<file path="config.mk">
export PLATFORM = sky130hd
export DESIGN_NAME = vex_top
export DESIGN_NICKNAME = d
export VERILOG_FILES = /design/src/hdl/vex_pkg.sv /design/src/hdl/vector_lane.sv /design/src/hdl/vex_decode.sv /design/src/hdl/vex_execute.sv /design/src/hdl/vex_result.sv /design/src/hdl/vex_top.sv
export SDC_FILE = /design/constraint.sdc
export NUM_CORES = 2
export LEC_CHECK = 0
export BUFFER_PORTS_ARGS = -buffer_cell sky130_fd_sc_hd__buf_2
export CORE_ASPECT_RATIO = 1.75
export CORE_UTILIZATION = 35
export CTS_CLUSTER_SIZE = 8
export DETAILED_ROUTE_END_ITERATION = 7
export GPL_TIMING_DRIVEN = 0
export HOLD_SLACK_MARGIN = 0.12
export PLACE_DENSITY_LB_ADDON = 0.12
export SETUP_SLACK_MARGIN = 0.02
export SLEW_MARGIN = 15
export SYNTH_ARGS = -nofsm -noshare
export SYNTH_HDL_FRONTEND = slang
export SYNTH_SLANG_ARGS = --single-unit
</file>
<file path="constraint.sdc">
create_clock -name CLK -period 10.9 [get_ports CLK]
set_input_delay 0 -clock CLK [delete_from_list [all_inputs] [get_ports CLK]]
set_output_delay 0 -clock CLK [all_outputs]
set_load 0.03 [all_outputs]
</file>
<file path="src/hdl/vex_pkg.sv">
// 32-bit elements only; vd sits at different bits in the arith and memory views of the word
package vex_pkg;

  // instruction class, bits 31:30 of every instruction word
  typedef enum logic [1:0] {
    ARITH,
    LOAD,
    STORE,
    CONFIG
  } vex_class_e;

  typedef enum logic [3:0] {
    ADD,
    SUB,
    AND,
    OR,
    XOR,
    SLL,
    SRL,
    SRA,
    MIN,
    MAX,
    MINU,
    MAXU,
    MUL
  } vex_aluop_e;

  // operand source; NONE reads as zero
  typedef enum logic [1:0] {
    V,
    I,
    X,
    NONE
  } vex_src_e;

  // arith view, also used for config
  typedef struct packed {
    vex_class_e  iclass;
    vex_aluop_e  aluop;
    vex_src_e    rs1_type;
    vex_src_e    rs2_type;
    logic        mask_ena;
    logic [4:0]  vd;
    logic [4:0]  imm;
    logic [10:0] reserved;
  } vex_arith_t;

  // memory view, for load and store
  typedef struct packed {
    vex_class_e  iclass;
    logic        stride_type;
    logic [4:0]  vd;
    logic [15:0] stride;
    logic [7:0]  reserved;
  } vex_mem_t;

  typedef union packed {
    vex_arith_t arith;
    vex_mem_t   mem;
  } vex_instr_u;

  typedef struct packed {
    logic [31:0] xs1;
    logic [31:0] xs2;
  } vex_scalar_t;

  // decoded fields that follow the instruction down the pipe
  typedef struct packed {
    vex_class_e  iclass;
    vex_aluop_e  aluop;
    logic [4:0]  vd;
    logic [31:0] stride;
    logic [5:0]  vl;
  } vex_ctrl_t;

  typedef struct packed {
    logic [31:0] a;
    logic [31:0] b;
    logic        mask;
  } vex_lane_in_t;

  typedef struct packed {
    logic        wen;
    logic [31:0] data;
  } vex_lane_out_t;

  typedef struct packed {
    logic        wen;
    logic [4:0]  rd;
    logic [31:0] data;
  } vex_wb_t;

endpackage

</file>
<file path="src/hdl/vector_lane.sv">
// one 32-bit lane; shifts use the low 5 bits of b and MUL keeps the low word
`timescale 1ns/1ps

module vector_lane
  import vex_pkg::*;
(
  input  vex_aluop_e   op,
  input  vex_lane_in_t lane_in,
  input  logic [31:0]  prev_addr,
  input  logic [31:0]  stride,
  output logic [31:0]  alu_data,
  output logic [31:0]  addr
);

  logic [31:0] a;
  logic [31:0] b;
  logic [4:0]  shamt;
  logic        lt_s;
  logic        lt_u;

  assign a     = lane_in.a;
  assign b     = lane_in.b;
  assign shamt = b[4:0];

  // shared compares for min and max
  assign lt_s = $signed(a) < $signed(b);
  assign lt_u = a < b;

  always_comb begin
    case (op)
      ADD: begin
        alu_data = a + b;
      end
      SUB: begin
        alu_data = a - b;
      end
      AND: begin
        alu_data = a & b;
      end
      OR: begin
        alu_data = a | b;
      end
      XOR: begin
        alu_data = a ^ b;
      end
      SLL: begin
        alu_data = a << shamt;
      end
      SRL: begin
        alu_data = a >> shamt;
      end
      SRA: begin
        alu_data = $signed(a) >>> shamt;
      end
      MIN: begin
        alu_data = lt_s ? a : b;
      end
      MAX: begin
        alu_data = lt_s ? b : a;
      end
      MINU: begin
        alu_data = lt_u ? a : b;
      end
      MAXU: begin
        alu_data = lt_u ? b : a;
      end
      MUL: begin
        // low 32 bits of the product
        alu_data = a * b;
      end
      default: begin
        alu_data = '0;
      end
    endcase
  end

  // link in the strided address chain
  assign addr = prev_addr + stride;

endmodule

</file>
<file path="src/hdl/vex_decode.sv">
// load/store lanes carry xs1 as operand a, which execute uses as the address base
`timescale 1ns/1ps

module vex_decode
  import vex_pkg::*;
#(
  parameter int NUM_LANES = 2
) (
  input  logic                         CLK,
  input  logic                         nRST,
  input  logic                         issue,
  input  vex_instr_u                   instr,
  input  vex_scalar_t                  scalar,
  input  logic [NUM_LANES-1:0][31:0]   vs1,
  input  logic [NUM_LANES-1:0][31:0]   vs2,
  input  logic [NUM_LANES-1:0]         mask,
  input  logic                         stall,
  input  logic                         flush,
  output logic                         dec_valid,
  output vex_ctrl_t                    dec_ctrl,
  output vex_lane_in_t [NUM_LANES-1:0] dec_lanes,
  output logic                         busy
);

  vex_arith_t                   ar;
  vex_mem_t                     mm;
  logic                         is_mem;
  logic [31:0]                  imm_ext;
  vex_ctrl_t                    ctrl_next;
  vex_lane_in_t [NUM_LANES-1:0] lanes_next;

  function automatic logic [31:0] pick(vex_src_e src, logic [31:0] vec, logic [31:0] imm,
                                       logic [31:0] xs);
    case (src)
      V:       return vec;
      I:       return imm;
      X:       return xs;
      default: return '0;
    endcase
  endfunction

  assign ar      = instr.arith;
  assign mm      = instr.mem;
  assign is_mem  = (ar.iclass == LOAD) || (ar.iclass == STORE);
  assign imm_ext = {{27{ar.imm[4]}}, ar.imm};

  always_comb begin
    ctrl_next.iclass = ar.iclass;
    ctrl_next.aluop  = ar.aluop;
    ctrl_next.vd     = is_mem ? mm.vd : ar.vd;
    // one word apart unless the instruction gives a stride
    ctrl_next.stride = mm.stride_type ? {{16{mm.stride[15]}}, mm.stride} : 32'd4;
    // granted length, clamped to the lane count
    ctrl_next.vl     = (scalar.xs1 < 32'(NUM_LANES)) ? scalar.xs1[5:0] : 6'(NUM_LANES);
  end

  always_comb begin
    for (int i = 0; i < NUM_LANES; i++) begin
      if (is_mem) begin
        // base in a, store data in b
        lanes_next[i].a    = scalar.xs1;
        lanes_next[i].b    = vs2[i];
        lanes_next[i].mask = mask[i];
      end else begin
        lanes_next[i].a    = pick(ar.rs1_type, vs1[i], imm_ext, scalar.xs1);
        lanes_next[i].b    = pick(ar.rs2_type, vs2[i], imm_ext, scalar.xs2);
        lanes_next[i].mask = ar.mask_ena ? mask[i] : 1'b1;
      end
    end
  end

  // flush beats stall
  always_ff @(posedge CLK or negedge nRST) begin
    if (!nRST) begin
      dec_valid <= 1'b0;
    end else if (flush) begin
      dec_valid <= 1'b0;
    end else if (!stall) begin
      dec_valid <= issue;
    end
  end

  always_ff @(posedge CLK) begin
    if (!stall && issue) begin
      dec_ctrl  <= ctrl_next;
      dec_lanes <= lanes_next;
    end
  end

  assign busy = dec_valid;

endmodule

</file>
<file path="src/hdl/vex_execute.sv">
// purely combinational; lane wen is already gated by dec_valid and the class
`timescale 1ns/1ps

module vex_execute
  import vex_pkg::*;
#(
  parameter int NUM_LANES = 2
) (
  input  logic                          dec_valid,
  input  vex_ctrl_t                     dec_ctrl,
  input  vex_lane_in_t [NUM_LANES-1:0]  dec_lanes,
  input  logic [31:0]                   scalar_base,
  output logic                          ex_valid,
  output vex_ctrl_t                     ex_ctrl,
  output vex_lane_out_t [NUM_LANES-1:0] ex_lanes
);

  logic [NUM_LANES:0][31:0]   chain;
  logic [NUM_LANES-1:0][31:0] alu_data;
  logic                       is_mem;
  logic                       lane_write;

  // back off by one stride so lane 0 lands on the base
  assign chain[0] = scalar_base - dec_ctrl.stride;

  assign is_mem     = (dec_ctrl.iclass == LOAD) || (dec_ctrl.iclass == STORE);
  // config writes only the scalar side
  assign lane_write = dec_valid && (dec_ctrl.iclass != CONFIG);

  generate
    for (genvar i = 0; i < NUM_LANES; i++) begin : g_lane
      vector_lane u_lane (
        .op        (dec_ctrl.aluop),
        .lane_in   (dec_lanes[i]),
        .prev_addr (chain[i]),
        .stride    (dec_ctrl.stride),
        .alu_data  (alu_data[i]),
        .addr      (chain[i+1])
      );

      // address for memory ops, ALU result otherwise
      assign ex_lanes[i].data = is_mem ? chain[i+1] : alu_data[i];
      assign ex_lanes[i].wen  = lane_write && dec_lanes[i].mask;
    end
  endgenerate

  assign ex_valid = dec_valid;
  assign ex_ctrl  = dec_ctrl;

endmodule

</file>
<file path="src/hdl/vex_result.sv">
// execute-to-memory latch; flush clears the control bits even while stalled
`timescale 1ns/1ps

module vex_result
  import vex_pkg::*;
#(
  parameter int NUM_LANES = 2
) (
  input  logic                          CLK,
  input  logic                          nRST,
  input  logic                          ex_valid,
  input  vex_ctrl_t                     ex_ctrl,
  input  vex_lane_out_t [NUM_LANES-1:0] ex_lanes,
  input  logic                          stall,
  input  logic                          flush,
  output logic                          res_valid,
  output logic                          res_load,
  output logic                          res_store,
  output logic [4:0]                    res_vd,
  output vex_lane_out_t [NUM_LANES-1:0] lanes,
  output vex_wb_t                       wb
);

  logic [NUM_LANES-1:0]       wen_q;
  logic [NUM_LANES-1:0][31:0] data_q;
  logic                       wb_wen_q;
  logic [5:0]                 vl_q;

  always_ff @(posedge CLK or negedge nRST) begin
    if (!nRST) begin
      res_valid <= 1'b0;
      res_load  <= 1'b0;
      res_store <= 1'b0;
      wen_q     <= '0;
      wb_wen_q  <= 1'b0;
    end else if (flush) begin
      res_valid <= 1'b0;
      res_load  <= 1'b0;
      res_store <= 1'b0;
      wen_q     <= '0;
      wb_wen_q  <= 1'b0;
    end else if (!stall) begin
      res_valid <= ex_valid;
      res_load  <= ex_valid && (ex_ctrl.iclass == LOAD);
      res_store <= ex_valid && (ex_ctrl.iclass == STORE);
      for (int i = 0; i < NUM_LANES; i++) begin
        wen_q[i] <= ex_lanes[i].wen;
      end
      // granted vl goes back to the scalar file
      wb_wen_q  <= ex_valid && (ex_ctrl.iclass == CONFIG);
    end
  end

  always_ff @(posedge CLK) begin
    if (!stall) begin
      res_vd <= ex_ctrl.vd;
      vl_q   <= ex_ctrl.vl;
      for (int i = 0; i < NUM_LANES; i++) begin
        data_q[i] <= ex_lanes[i].data;
      end
    end
  end

  always_comb begin
    for (int i = 0; i < NUM_LANES; i++) begin
      lanes[i].wen  = wen_q[i];
      lanes[i].data = data_q[i];
    end
  end

  assign wb.wen  = wb_wen_q;
  assign wb.rd   = res_vd;
  assign wb.data = {26'b0, vl_q};

endmodule

</file>
<file path="src/hdl/vex_top.sv">
// issue must stay high until taken; stall and flush come from an external hazard unit
`timescale 1ns/1ps

module vex_top
  import vex_pkg::*;
#(
  parameter int NUM_LANES = 2
) (
  input  logic                          CLK,
  input  logic                          nRST,
  input  logic                          issue,
  input  vex_instr_u                    instr,
  input  vex_scalar_t                   scalar,
  input  logic [NUM_LANES-1:0][31:0]    vs1,
  input  logic [NUM_LANES-1:0][31:0]    vs2,
  input  logic [NUM_LANES-1:0]          mask,
  input  logic                          stall,
  input  logic                          flush,
  output logic                          res_valid,
  output logic                          res_load,
  output logic                          res_store,
  output logic [4:0]                    res_vd,
  output vex_lane_out_t [NUM_LANES-1:0] lanes,
  output vex_wb_t                       wb,
  output logic                          busy
);

  logic                          dec_valid;
  vex_ctrl_t                     dec_ctrl;
  vex_lane_in_t [NUM_LANES-1:0]  dec_lanes;
  logic                          ex_valid;
  vex_ctrl_t                     ex_ctrl;
  vex_lane_out_t [NUM_LANES-1:0] ex_lanes;

  vex_decode #(.NUM_LANES(NUM_LANES)) u_decode (
    .CLK, .nRST, .issue, .instr, .scalar, .vs1, .vs2, .mask, .stall, .flush,
    .dec_valid, .dec_ctrl, .dec_lanes, .busy
  );

  // registered xs1 rides in lane 0 operand a for memory ops
  vex_execute #(.NUM_LANES(NUM_LANES)) u_execute (
    .dec_valid, .dec_ctrl, .dec_lanes,
    .scalar_base (dec_lanes[0].a),
    .ex_valid, .ex_ctrl, .ex_lanes
  );

  vex_result #(.NUM_LANES(NUM_LANES)) u_result (
    .CLK, .nRST, .ex_valid, .ex_ctrl, .ex_lanes, .stall, .flush,
    .res_valid, .res_load, .res_store, .res_vd, .lanes, .wb
  );

endmodule

</file>
==> flow_summary.json, run 1 <==
{
  "error_line": "[ERROR GRT-0116] Global routing finished with congestion. Check the congestion regions in the DRC Viewer.",
  "die_w_um": 318,
  "synthesis.area_mm2": 0.0611,
  "synth_cell_types": 90,
  "syn_avg_cell_area_um2": 8.20,
  "ys_top_cells_by_count": "nor2_1, inv_1, fa_1",
  "synth_ff_type": "edfxtp_1",
  "clock-root-buffer": "clkbuf_16",
  "rows": 202,
  "yosysSeqAreaShare_pct": 12.0,
  "synth_seq_cells": 245,
  "start_util_pct": 35.3,
  "status": "stopped before the end",
  "synth_cells": 7458,
  "clock-sinks": 245,
  "grt_pass1_wl_um": 674000,
  "die_y_um": 555,
  "yosysMostFrequentCell": "nor2_1",
  "synthTopCellsByArea": "fa_1, edfxtp_1, ha_1",
  "grt_overflow_total": 121,
  "cts_buffers": 37,
  "port-buffer-count": 309,
  "grt_usage_pct": 56.4,
  "yosysTopAreaCellShare_pct": 26.9,
  "cts_max_level": 2,
  "stop_stage": "5_1_grt",
  "io_pins": 344,
  "gp_congestion": 1.32,
  "grt_pass1_vias": 73235,
  "yosys_warnings": 0,
  "dp_hpwl_um": 372000,
  "placed_area_mm2": 0.0661,
  "async_reset_ff_share_pct": 2.86,
  "synth_edf_count": 238,
  "grt_max_degree": 55,
  "clockBufferDepth": 3,
  "synth.largest_area_cell": "fa_1"
}
what timing repair did:
| action | in CTS |
|---|---|
| gates cloned | 0 |
| setup endpoints to repair | 38 |
| gates resized for setup | 67 |
| buffers inserted | 7 |
| hold endpoints to repair | 205 |
| hold buffers | 248 |
metal layers:
layer / GRT usage (%) / overflow
met3: 26.3 / 0
met4: 65.8 / 61
met5: 2.61 / 0
met1: 54.3 / 0
met2: 83.1 / 60
metrics by stage:
stage               instances  TNS (ns)  hold slack (ns)  worst slack, ns
floorplan                7487         0           -0.296             1.95
global placement        10040   -196.57           -0.165            -2.69
detailed placement      10064    -37.27           -0.156            -1.96
CTS                     10366         0            0.128           0.0500
cells by family after synthesis:
kind of cell	Yosys count	synth area share [%]
compound gates	1796	18.9
xor+xnor	286	4.11
fa+ha+maj	1374	38.2
buf+inv	1483	9.31
flops	245	12.0
mux	177	3.24
other cells	1	0.00613
simple gates	2096	14.3
==> inputs of run 2 (changes only) <==
--- a/config.mk
+++ b/config.mk
@@ -6,14 +6,10 @@
 export NUM_CORES = 2
 export LEC_CHECK = 0
 export BUFFER_PORTS_ARGS = -buffer_cell sky130_fd_sc_hd__buf_2
-export CORE_ASPECT_RATIO = 1.75
-export CORE_UTILIZATION = 35
-export CTS_CLUSTER_SIZE = 8
+export CORE_UTILIZATION = 20
 export DETAILED_ROUTE_END_ITERATION = 7
 export GPL_TIMING_DRIVEN = 0
-export HOLD_SLACK_MARGIN = 0.12
-export PLACE_DENSITY_LB_ADDON = 0.12
-export SETUP_SLACK_MARGIN = 0.02
+export PLACE_DENSITY_LB_ADDON = 0.15
 export SLEW_MARGIN = 15
 export SYNTH_ARGS = -nofsm -noshare
 export SYNTH_HDL_FRONTEND = slang
==> run 2 against run 1 <==
Compared with the run above: the flow now finishes, with violations (DRC, slew limit); synthesized area stayed put; synthesized cell count did not move.
==> flow_summary.json, run 2 <==
{
  "grt_pass1_wl_um": 575000,
  "violations": "DRC, slew limit",
  "coreArea_mm2": 0.304,
  "async_reset_ff_share_pct": 2.86,
  "period_share_pct": 98.9,
  "layout.nets": 9662,
  "synth_edf_count": 238,
  "firstDrtPassIters": 8,
  "required_ns": 11.32,
  "synthTopCellsByArea": "fa_1, edfxtp_1, ha_1",
  "insertion_delay_ns": 0.62,
  "status": "finished, violations left",
  "ant_nets": 0,
  "max_freq_mhz": 92.8,
  "gp_congestion": 1.04,
  "io_pins": 344,
  "largest_register": "u_decode.dec_lanes",
  "clock-sinks": 245,
  "wl_um": 433000,
  "setup_viol": 0,
  "drc": 11,
  "cpMostUsedCell": "fa_1",
  "final_util_pct": 23.6,
  "syn_avg_cell_area_um2": 8.20,
  "ff_latch_area_mm2": 0.00732,
  "fin_cells": 12173,
  "layout_common_cells": "nor2_1, inv_1, fa_1, nand2_1, ha_1",
  "worst_slew_pin_slew_ns": 1.60,
  "multi_input_area_mm2": 0.0485,
  "vias_per_cell": 5.14,
  "yosys_warnings": 0,
  "synthesis.area_mm2": 0.0611,
  "dp.cells": 11916,
  "fin_setup_tns_ns": 0,
  "startpoint_type": "register",
  "route.vias.total": 62613,
  "antenna_found_initial": 69,
  "yosysMostFrequentCell": "nor2_1",
  "cts_tree": "done",
  "min_period_ns": 10.78,
  "layout_commonest_cell": "nor2_1",
  "rows": 202,
  "port-buffer-count": 309,
  "clockBufferDepth": 3,
  "die_w_um": 555,
  "drive_gt1_share_pct": 8.62,
  "worst_path_max_delay_cell": "clkbuf_1",
  "grt_max_degree": 41,
  "worstSetupEndpointType": "register",
  "clkSlewWorstSetupHoldPaths_ns": 0.06,
  "synth.largest_area_cell": "fa_1",
  "yosysSeqAreaShare_pct": 12.0,
  "finalClockSkew_ns": 0.0658,
  "die_area_mm2": 0.308,
  "hold_path_class": "input port to register",
  "slowest_delay_ns": 0.80,
  "grt_usage_pct": 27.4,
  "grt_pass1_vias": 63238,
  "path_class": "register to register",
  "dp_hpwl_um": 358000,
  "ys_top_cells_by_count": "nor2_1, inv_1, fa_1",
  "synth_cell_types": 90,
  "cts_buffers": 25,
  "path_max_fanout": 11,
  "cp_num_buf_inv": 8,
  "cts_max_level": 1,
  "routedWlPerCell_um": 35.5,
  "area_growth_pct": 17.4,
  "critical_path.top_delay_family": "adder cells",
  "maxSlewHeadroom_pct": -6.61,
  "start_util_pct": 20.1,
  "drtIter0Drc": 7141,
  "hold_viol": 0,
  "synth_ff_type": "edfxtp_1",
  "synth_seq_cells": 245,
  "clock-root-buffer": "clkbuf_16",
  "yosysTopAreaCellShare_pct": 26.9,
  "synth_cells": 7458,
  "drv_slew": 1,
  "worstPathArrival_ns": 11.19,
  "die_y_um": 555,
  "fillers": 33722,
  "max-cap-violations": 0,
  "rsz0062_at_grt": "yes",
  "largest_register_ffs": 130,
  "grt_overflow_total": 0
}
[run 2: cell counts after synthesis]
Identical to the previous run, type by type.
[run 2: timing repair]
item                                   in CTS  in global routing
setup endpoints to repair                  35                 20
gates resized for setup                    64                 28
gates cloned                                0                  0
buffers inserted                           14                 14
endpoints found under the hold margin     171                  2
hold buffers                              170                  2
[run 2: layer usage]
metal	part of all wire, %	global-route usage [%]	vias to the layer above
li1	-	-	26174
met1	43	36.0	32475
met2	44	43.6	3329
met3	7.9	5.21	611
met4	5.1	11.8	24
met5	0.039	0	-
[run 2: cells by family after synthesis]
group,synth area share (%)
xor+xnor,4.11
fa+ha+maj,38.2
flops,12.0
buf+inv,9.31
mux,3.24
simple gates,14.3
compound gates,18.9
other cells,0.00613
[run 2: final cells by class]
cell class	instances	share of cell area [%]
repair buffers	552	5.74
diodes	18	0.0628
clock buffers	30	0.898
well taps	4080	7.11
flip-flops and latches	245	10.2
inverters	983	5.18
clock inverters	15	0.235
plain buffers	491	3.03
multi-input cells	5759	67.5
[run 2: through the flow]
step,hold WS [ns],setup slack [ns],cell area [um^2]
after floorplan,-0.296,1.95,61200
after global placement,-0.155,-2.71,67900
after detailed placement,-0.153,-1.78,68600
after CTS,0.000730,-0.0803,71500
after global routing,0.00976,-0.00953,71700
final,0.00875,0.122,71800
[run 2: path summary, 6_finish.rpt]
| kind | startpoint | end | slack [ns] | depth (start not counted) |
|---|---|---|---|---|
| max in group asynchronous | nRST | u_result.res_store$_DFFE_PN0P_ | 10.21 | 3 |
| min in group asynchronous | nRST | u_result.wb_wen_q$_DFFE_PN0P_ | 0.43 | 3 |
| worst max-delay path | u_decode.dec_lanes[2]$_DFFE_PP_ | u_result.lanes[31]$_DFFE_PN_ | 0.12 | 27 |
| worst min register to register | u_decode.dec_ctrl[41]$_DFFE_PP_ | u_result.res_vd[3]$_DFFE_PN_ | 0.41 | 0 |
| worst max register to register | u_decode.dec_lanes[2]$_DFFE_PP_ | u_result.lanes[31]$_DFFE_PN_ | 0.12 | 27 |
| worst min-delay path | vs1[33] | u_decode.dec_lanes[99]$_DFFE_PP_ | 0.009 | 3 |
[run 2: tightest hold or removal path: stages]
cell	delay, ns
buf_2	0.13
mux2i_1	0.12
o21ai_0	0.13
Power of run 2 is not shown: default switching activity piles up to over one toggle a cycle in this logic, so the estimate is an artifact.
